**config.mk**
```make
export PLATFORM = sky130hd
export DESIGN_NAME = nice_accel_top
export DESIGN_NICKNAME = d
export VERILOG_FILES = /design/src/accel_pkg.sv /design/src/nice_accel_top.sv /design/src/fc_classifier.sv /design/src/weight_bank.sv /design/src/weight_sram.sv /design/src/weight_dma.sv /design/src/accel_ctrl.sv
export SDC_FILE = /design/constraint.sdc
export NUM_CORES = 2
export LEC_CHECK = 0
export BUFFER_PORTS_ARGS = -buffer_cell sky130_fd_sc_hd__buf_2
export CORE_UTILIZATION = 30
export DETAILED_ROUTE_END_ITERATION = 10
export MAX_ROUTING_LAYER = met4
export SYNTH_ARGS = -nofsm -noshare
export SYNTH_HDL_FRONTEND = slang
export SYNTH_SLANG_ARGS = --single-unit
```
**constraint.sdc**
```tcl
create_clock -name clk -period 28.4 [get_ports clk]
set_input_delay 4.26 -clock clk [delete_from_list [all_inputs] [get_ports clk]]
set_output_delay 4.26 -clock clk [all_outputs]
set_load 0.1 [all_outputs]
```
**src/accel_pkg.sv**
```systemverilog
package accel_pkg;

  localparam int unsigned NUM_BANK  = 4; // weight banks
  localparam int unsigned NUM_CLASS = 8; // two classes per bank word

  // one feature and one weight
  typedef logic signed [7:0] feat_t;
  typedef logic signed [7:0] weight_t;

  // class b+4 in [15:8], class b in [7:0]
  typedef logic [15:0] weight_word_t;

  typedef logic [15:0] itcm_addr_t; // instruction memory word address
  typedef logic [3:0]  bank_row_t;  // row inside a bank, one per feature
  typedef logic [1:0]  bank_idx_t;  // bank number
  typedef logic [2:0]  class_idx_t; // class number

  // wide enough for 16 products of two 8-bit values
  typedef logic signed [19:0] acc_t;

  // one write into the weight banks, issued by the DMA
  typedef struct packed {
    logic         we;
    bank_idx_t    bank;
    bank_row_t    row;
    weight_word_t data;
  } bank_wr_t;

endpackage
```
**src/nice_accel_top.sv**
```systemverilog
`timescale 1ns/1ps

module nice_accel_top #(
  parameter int unsigned FEAT_NUM = 12 // at most 16
) (
  input  logic                            clk,
  input  logic                            rst_n,
  input  logic                            i_start,
  input  accel_pkg::feat_t [FEAT_NUM-1:0] i_feat,
  input  logic                            i_feat_valid,
  input  accel_pkg::weight_word_t         i_itcm_data,
  output accel_pkg::itcm_addr_t           o_itcm_addr,
  output logic                            o_data_ready,
  output accel_pkg::class_idx_t           o_result,
  output logic                            o_result_valid
);

  logic                                              dma_go;
  logic                                              load_busy;
  logic                                              load_done;
  logic                                              fc_go;
  logic                                              fc_busy;
  accel_pkg::bank_wr_t                               bank_wr;
  accel_pkg::bank_row_t                              rd_row;
  accel_pkg::weight_word_t [accel_pkg::NUM_BANK-1:0] rd_words;

  accel_ctrl u_ctrl (
    .clk         (clk),
    .rst_n       (rst_n),
    .i_start     (i_start),
    .i_feat_valid(i_feat_valid),
    .i_load_busy (load_busy),
    .i_load_done (load_done),
    .i_fc_busy   (fc_busy),
    .o_dma_go    (dma_go),
    .o_fc_go     (fc_go),
    .o_data_ready(o_data_ready)
  );

  weight_dma #(
    .FEAT_NUM(FEAT_NUM)
  ) u_dma (
    .clk        (clk),
    .rst_n      (rst_n),
    .i_go       (dma_go),
    .i_itcm_data(i_itcm_data),
    .o_itcm_addr(o_itcm_addr),
    .o_wr       (bank_wr),
    .o_busy     (load_busy),
    .o_done     (load_done)
  );

  weight_bank #(
    .FEAT_NUM(FEAT_NUM)
  ) u_bank (
    .clk       (clk),
    .i_wr      (bank_wr),
    .i_load    (load_busy),
    .i_rd_row  (rd_row),
    .o_rd_words(rd_words)
  );

  fc_classifier #(
    .FEAT_NUM(FEAT_NUM)
  ) u_fc (
    .clk           (clk),
    .rst_n         (rst_n),
    .i_go          (fc_go),
    .i_feat        (i_feat),
    .i_rd_words    (rd_words),
    .o_rd_row      (rd_row),
    .o_busy        (fc_busy),
    .o_result      (o_result),
    .o_result_valid(o_result_valid)
  );

endmodule

```
**src/fc_classifier.sv**
```systemverilog
`timescale 1ns/1ps

module fc_classifier #(
  parameter int unsigned FEAT_NUM = 12
) (
  input  logic                                              clk,
  input  logic                                              rst_n,
  input  logic                                              i_go,
  input  accel_pkg::feat_t [FEAT_NUM-1:0]                   i_feat,
  input  accel_pkg::weight_word_t [accel_pkg::NUM_BANK-1:0] i_rd_words,
  output accel_pkg::bank_row_t                              o_rd_row,
  output logic                                              o_busy,
  output accel_pkg::class_idx_t                             o_result,
  output logic                                              o_result_valid
);

  localparam int unsigned FEAT_W = $bits(accel_pkg::feat_t);
  localparam int unsigned STEP_W = $clog2(FEAT_NUM + 2);

  typedef logic [STEP_W-1:0] step_t;

  localparam step_t LAST_ACC = step_t'(FEAT_NUM);     // last product arrives
  localparam step_t END_STEP = step_t'(FEAT_NUM + 1); // result cycle

  logic                            busy_q;
  step_t                           step_q;
  accel_pkg::feat_t [FEAT_NUM-1:0] feat_q;  // shifted down one feature per row
  accel_pkg::acc_t                 acc_q    [accel_pkg::NUM_CLASS];
  accel_pkg::acc_t                 sum_next [accel_pkg::NUM_CLASS];
  logic                            acc_en;
  accel_pkg::class_idx_t           best_idx;
  accel_pkg::class_idx_t           result_q;
  logic                            result_valid_q;

  // rows read in steps 0..FEAT_NUM-1 and their data seen in steps 1..FEAT_NUM
  assign acc_en   = busy_q && (step_q != '0) && (step_q <= LAST_ACC);
  assign o_rd_row = (step_q < LAST_ACC) ? accel_pkg::bank_row_t'(step_q) : '0;

  // one MAC lane per class
  always_comb begin : p_mac
    accel_pkg::weight_word_t word;
    accel_pkg::weight_t      w;
    logic signed [15:0]      prod;
    for (int c = 0; c < accel_pkg::NUM_CLASS; c++) begin
      word = i_rd_words[c % accel_pkg::NUM_BANK];
      // classes 0..3 in the low byte, 4..7 in the high byte
      w    = (c < accel_pkg::NUM_BANK) ? word[7:0] : word[15:8];
      prod = feat_q[0] * w;
      sum_next[c] = acc_q[c] + accel_pkg::acc_t'(prod);
    end
  end

  // strict compare keeps the lowest index on a tie
  always_comb begin : p_argmax
    accel_pkg::acc_t best_val;
    best_val = sum_next[0];
    best_idx = '0;
    for (int c = 1; c < accel_pkg::NUM_CLASS; c++) begin
      if (sum_next[c] > best_val) begin
        best_val = sum_next[c];
        best_idx = accel_pkg::class_idx_t'(c);
      end
    end
  end

  always_ff @(posedge clk or negedge rst_n) begin
    if (!rst_n) begin
      busy_q         <= 1'b0;
      step_q         <= '0;
      result_valid_q <= 1'b0;
    end else begin
      result_valid_q <= 1'b0;
      if (i_go) begin
        busy_q <= 1'b1;
        step_q <= '0;
      end else if (busy_q) begin
        step_q <= step_q + 1'b1;
        if (step_q == LAST_ACC) begin
          result_valid_q <= 1'b1; // final sums go straight to the argmax
        end
        if (step_q == END_STEP) begin
          busy_q <= 1'b0;
        end
      end
    end
  end

  // datapath cleared by i_go
  always_ff @(posedge clk) begin
    if (i_go) begin
      feat_q <= i_feat;
      for (int c = 0; c < accel_pkg::NUM_CLASS; c++) begin
        acc_q[c] <= '0;
      end
    end else if (acc_en) begin
      feat_q <= feat_q >> FEAT_W; // next feature into slot 0
      for (int c = 0; c < accel_pkg::NUM_CLASS; c++) begin
        acc_q[c] <= sum_next[c];
      end
    end
    if (acc_en && (step_q == LAST_ACC)) begin
      result_q <= best_idx;
    end
  end

  assign o_busy         = busy_q;
  assign o_result       = result_q;
  assign o_result_valid = result_valid_q;

endmodule

```
**src/weight_bank.sv**
```systemverilog
`timescale 1ns/1ps

module weight_bank #(
  parameter int unsigned FEAT_NUM = 12
) (
  input  logic                                          clk,
  input  accel_pkg::bank_wr_t                           i_wr,
  input  logic                                          i_load,
  input  accel_pkg::bank_row_t                          i_rd_row,
  output accel_pkg::weight_word_t [accel_pkg::NUM_BANK-1:0] o_rd_words
);

  logic [accel_pkg::NUM_BANK-1:0] bank_we;
  accel_pkg::bank_row_t           mem_addr;

  // one-hot write enable from the bank field
  always_comb begin
    for (int b = 0; b < accel_pkg::NUM_BANK; b++) begin
      bank_we[b] = i_wr.we && (i_wr.bank == accel_pkg::bank_idx_t'(b));
    end
  end

  // DMA owns the address while loading, the classifier otherwise
  assign mem_addr = i_load ? i_wr.row : i_rd_row;

  for (genvar b = 0; b < accel_pkg::NUM_BANK; b++) begin : g_bank
    weight_sram #(
      .FEAT_NUM(FEAT_NUM)
    ) u_sram (
      .clk   (clk),
      .i_we  (bank_we[b]),
      .i_addr(mem_addr),
      .i_din (i_wr.data),
      .o_dout(o_rd_words[b])
    );
  end

endmodule

```
**src/weight_sram.sv**
```systemverilog
`timescale 1ns/1ps

module weight_sram #(
  parameter int unsigned FEAT_NUM = 12
) (
  input  logic                    clk,
  input  logic                    i_we,
  input  accel_pkg::bank_row_t    i_addr,
  input  accel_pkg::weight_word_t i_din,
  output accel_pkg::weight_word_t o_dout
);

  accel_pkg::weight_word_t mem [FEAT_NUM]; // one row per feature

  always_ff @(posedge clk) begin
    if (i_we) begin
      mem[i_addr] <= i_din;
    end
  end

  // registered read returns old data on a same-row write
  always_ff @(posedge clk) begin
    o_dout <= mem[i_addr];
  end

endmodule

```
**src/weight_dma.sv**
```systemverilog
`timescale 1ns/1ps

module weight_dma #(
  parameter int unsigned FEAT_NUM = 12
) (
  input  logic                    clk,
  input  logic                    rst_n,
  input  logic                    i_go,
  input  accel_pkg::weight_word_t i_itcm_data,
  output accel_pkg::itcm_addr_t   o_itcm_addr,
  output accel_pkg::bank_wr_t     o_wr,
  output logic                    o_busy,
  output logic                    o_done
);

  localparam int unsigned NUM_WORDS = accel_pkg::NUM_BANK * FEAT_NUM;
  localparam accel_pkg::itcm_addr_t LAST_ADDR = accel_pkg::itcm_addr_t'(NUM_WORDS - 1);

  typedef enum logic [1:0] {
    IDLE,
    READ,
    DRAIN
  } state_t;

  state_t                state_q;
  accel_pkg::itcm_addr_t addr_q;   // address presented to the ITCM
  accel_pkg::itcm_addr_t addr_d;   // address of the word now on i_itcm_data
  logic                  rd_vld_q; // i_itcm_data holds a requested word

  always_ff @(posedge clk or negedge rst_n) begin
    if (!rst_n) begin
      state_q  <= IDLE;
      addr_q   <= '0;
      rd_vld_q <= 1'b0;
    end else begin
      rd_vld_q <= (state_q == READ);
      case (state_q)
        IDLE: begin
          if (i_go) begin
            state_q <= READ;
            addr_q  <= '0;
          end
        end
        READ: begin
          if (addr_q == LAST_ADDR) begin
            state_q <= DRAIN; // last word still in flight
          end else begin
            addr_q <= addr_q + 1'b1;
          end
        end
        DRAIN: begin
          state_q <= IDLE;
        end
        default: begin
          state_q <= IDLE;
        end
      endcase
    end
  end

  // follows the one-cycle ITCM read latency
  always_ff @(posedge clk) begin
    addr_d <= addr_q;
  end

  assign o_itcm_addr = addr_q;

  // word k lands in bank k / FEAT_NUM at row k mod FEAT_NUM
  assign o_wr.we   = rd_vld_q;
  assign o_wr.bank = accel_pkg::bank_idx_t'(addr_d / FEAT_NUM);
  assign o_wr.row  = accel_pkg::bank_row_t'(addr_d % FEAT_NUM);
  assign o_wr.data = i_itcm_data;

  assign o_busy = (state_q != IDLE);
  assign o_done = (state_q == DRAIN); // same cycle as the last bank write

endmodule

```
**src/accel_ctrl.sv**
```systemverilog
`timescale 1ns/1ps

module accel_ctrl (
  input  logic clk,
  input  logic rst_n,
  input  logic i_start,
  input  logic i_feat_valid,
  input  logic i_load_busy,
  input  logic i_load_done,
  input  logic i_fc_busy,
  output logic o_dma_go,
  output logic o_fc_go,
  output logic o_data_ready
);

  logic start_ok;
  logic feat_ok;

  // start only when neither engine is running
  assign start_ok = i_start && !i_load_busy && !i_fc_busy;

  // a start in the same cycle wins since the banks are about to be rewritten
  assign feat_ok = i_feat_valid && o_data_ready && !i_fc_busy && !start_ok;

  assign o_dma_go = start_ok; // one-cycle pulse
  assign o_fc_go  = feat_ok;  // samples i_feat in the classifier

  // ready level cleared by an accepted start and set when the load completes
  always_ff @(posedge clk or negedge rst_n) begin
    if (!rst_n) begin
      o_data_ready <= 1'b0;
    end else if (start_ok) begin
      o_data_ready <= 1'b0;
    end else if (i_load_done) begin
      o_data_ready <= 1'b1; // stays high until the next start
    end
  end

endmodule

```
==> summary.md <==
| Metric | Value |
|---|---|
| Most used cell, CP | `o21ai_0` |
| Count of warnings emitted by yosys | `0` |
| Synthesized area | `77120 um^2` |
| Drt first pass iters | `7` |
| Adder-Cell Fraction of Synth Area | `0.2660` |
| Max Slew Vio Count | `0` |
| Vias | `46130` |
| First-pass GRT wire length | `296.3 mm` |
| Min Hold Slack | `0.4825 ns` |
| TritonCTS clock tree | `yes` |
| Main combinational cell family by area after synthesis | `adder cells` |
| Vias in the first global route | `48950` |
| CTS H-tree lvls | `3` |
| Startpoint Class | `register` |
| Row Count | `185` |
| Mapped Cells | `6096` |
| Core area | `254900 um^2` |
| GPL Wtd Cong | `0.8882` |
| Max Cap Viol | `0` |
| Crit path time final | `23.94 ns` |
| Dominant synthesized flop cell | `edfxtp_1` |
| DRC viols | `0` |
| 1st-iter DRT viols | `3313` |
| Syn nets | `7429` |
| Register area | `33090 um^2` |
| Num ports | `137` |
| CP max stage delay | `0.59 ns` |
| Slew headroom | `0.1153` |
| Die Area | `259100 um^2` |
| Critical path class | `register to register` |
| Crit path max-delay cell type | `fa_1` |
| Share of synthesized registers carrying an async set or reset | `0.02295` |
| Die width | `509.0 um` |
| Vias per cell | `4.752` |
| Wirelength, routed | `190.5 mm` |
| CTS Sinks | `1133` |
| CTS buffer count | `117` |
| #FFs+latches synth | `1133` |
| Post-Synth XOR/XNOR Area | `0.02077` |
| Crit Path Max Fanout | `36` |
| Initial antenna violation count | `15` |
| Worst Tran Pin Value | `1.318 ns` |
| Simple-gate share of the synthesized area | `0.08203` |
| Largest net degree at the start of global routing | `164` |
| GRT Util Overall | `0.1538` |
| Setup tns final | `0 ns` |
| Dpl hpwl | `135.8 mm` |
| Status | `complete, no violations` |
| EDFF count, synth | `1027` |
| Achievable Freq | `41.78 MHz` |
| Post-CTS setup buffers | `0` |
| Final Cycle Share | `0.8428` |
| Area grow syn2layout | `11.69%` |
| CTS max path bufs | `3` |
| Reg clk slew, reported paths | `0.07 ns` |
| Root Buffer | `clkbuf_16` |
| Post-synthesis compound-gate area fraction | `0.05128` |
| RSZ-0062 raised after global routing | `false` |
| Post-synth cell types | `101` |
| Syn Area/Cell | `12.65 um^2` |
| Worst hold path class | `register to register` |
| Multi-input logic area | `39450 um^2` |
| Resize count post-CTS | `0` |
| Proportion of synthesized area in mux cells | `0.08776` |
| Final ANT Viol Nets | `0` |
| Post-route core utilization | `0.3380` |
| Initial Util | `0.3026` |
| Worst Path Arrival | `24.43 ns` |
| Hold-fix buffers, CTS | `0` |
| Sequential share of the synthesized area | `0.4291` |
| Final setup fails | `0` |
| Clock Skew | `0.1089 ns` |
| Final Hold Viols | `0` |
| Die Ht | `509.0 um` |
| Fraction of layout cells with a size suffix above 1 | `0.1250` |
| DR WL/cell | `19.62 um` |
| Critical Path RT | `28.90 ns` |
| Global route total overflow | `0` |
| Nets | `7544` |
| Port Buffers | `136` |
| Fillcell total | `24860` |
| CP Capture Type | `register` |
| Clock Latency Late Sink | `0.79 ns` |
## metal layers
layer,routed length (um),share of wire,vias to the layer above,GRT usage
li1,-,-,20940,-
met1,88300,0.46,23970,0.2095
met2,88850,0.47,1026,0.2428
met3,9659,0.051,194,0.02195
met4,3661,0.019,0,0.03290
met5,0,0,-,-
## cells in the mapped netlist, types with 7 or more instances
library cell  instances  area (um^2)
nand4_1              38        237.7
a21oi_1             178        890.9
buf_1                18        67.56
o21ai_1              68        340.3
xnor2_1             140         1226
a21boi_0             13        97.59
a31oi_1              20        125.1
o21a_1               12        90.09
nor2_1              183        686.9
a211oi_1             13        97.59
a211o_1              11        96.34
nor4_1               13        81.33
inv_1              1044         3919
o22ai_1               8        50.05
dfxtp_1              80         1602
mux4_2              192         4324
and3_1               15        93.84
fa_1                704        14090
o21ai_0             123        615.6
buf_2                20        100.1
edfxtp_1           1027        30840
mux2i_1             108         1081
nor2b_1              54        337.8
or3_1                17        106.4
o21bai_1             54        405.4
and2_1              277         1733
mux2_2              121         1363
nand2_1             406         1524
nand3_1              40        200.2
nand2b_1             88        550.5
xor2_1               41        359.1
dfrtp_1              26        650.6
a21o_1               52        390.4
ha_1                513         6419
buf_6                 7        78.83
clkbuf_1            177        664.4
nor3_1               58        290.3
## metrics by stage
stage	setup slack [ns]	cells	instance area, um^2
6_report	4.465	9707	86140
5_1_grt	2.602	9702	86130
4_1_cts	4.581	9680	86070
3_5_place_dp	4.730	9458	82060
3_3_place_gp	4.705	9458	82060
2_1_floorplan	6.114	6096	77120
## registers in the layout (all words and copies together) (netlist names)
signal                       flops
u_bank.g_bank.u_sram.mem       768
u_fc.acc_q                     160
u_fc.feat_q                     96
u_bank.g_bank.u_sram.o_dout     64
u_dma.addr_d                    16
u_dma.o_itcm_addr               16
u_fc.step_q                      4
u_fc.o_result                    3
u_dma.state_q                    2
u_ctrl.o_data_ready              1
u_dma.rd_vld_q                   1
u_fc.o_busy                      1
u_fc.o_result_valid              1
## critical path: cells and delay by family, from the launching register on
family                   cells  cell delay [ns]
multiplexers                 5             1.75
buffers and inverters        7             2.28
AND/OR/NAND/NOR             29             3.40
XOR/XNOR                     1             0.13
flip-flops                   1             0.33
AO/OA/AOI/OAI               61            10.77
adder cells (fa/ha/maj)     13             4.98
## logic make-up (layout without fill, tap and decap cells)
family	count (synthesis)	after routing
flops	1133	1133
mux	421	421
fa+ha+maj	1217	1217
compound gates	627	627
buf+inv	1270	1488
simple gates	1246	1246
other cells	0	27
xor+xnor	182	182
## layout make-up
type	instances	area share
Antenna cell	27	0.0007844
Clock buffer	143	0.03524
Sequential cell	1133	0.3842
Tap cell	3366	0.04889
Multi-Input combinational cell	3693	0.4580
Inverter	1044	0.04549
Timing Repair Buffer	222	0.01612
Clock inverter	79	0.01133
## path summary, 6_finish.rpt
check / cells past startpoint / to / slack (ns) / from
min in group asynchronous: 1 / u_dma.o_itcm_addr[13]$_DFFE_PN0P_ / 3.56 / rst_n
worst min-delay path: 0 / u_dma.addr_d[6]$_DFF_P_ / 0.48 / u_dma.o_itcm_addr[6]$_DFFE_PN0P_
max in group asynchronous: 1 / u_fc.step_q[1]$_DFFE_PN0P_ / 24.33 / rst_n
worst min register to register: 0 / u_dma.addr_d[6]$_DFF_P_ / 0.48 / u_dma.o_itcm_addr[6]$_DFFE_PN0P_
worst max register to register: 116 / u_fc.o_result[2]$_SDFFCE_PP1P_ / 4.46 / u_fc.feat_q[7]$_DFFE_PP_
worst max-delay path: 116 / u_fc.o_result[2]$_SDFFCE_PP1P_ / 4.46 / u_fc.feat_q[7]$_DFFE_PP_
## cells in the final DEF, fill, tap and decap left out, types with 108 or more instances in the layout
cell	netlist	layout
inv_1	1044	1044
edfxtp_1	1027	1027
fa_1	704	704
ha_1	513	513
nand2_1	406	406
and2_1	277	277
mux4_2	192	192
nor2_1	183	183
a21oi_1	178	177
xnor2_1	140	140
buf_2	20	136
o21ai_0	123	121
mux2_2	121	121
clkbuf_16	0	117
mux2i_1	108	108
Power is not shown: default switching activity piles up to over one toggle a cycle in this logic, so the estimate is an artifact.
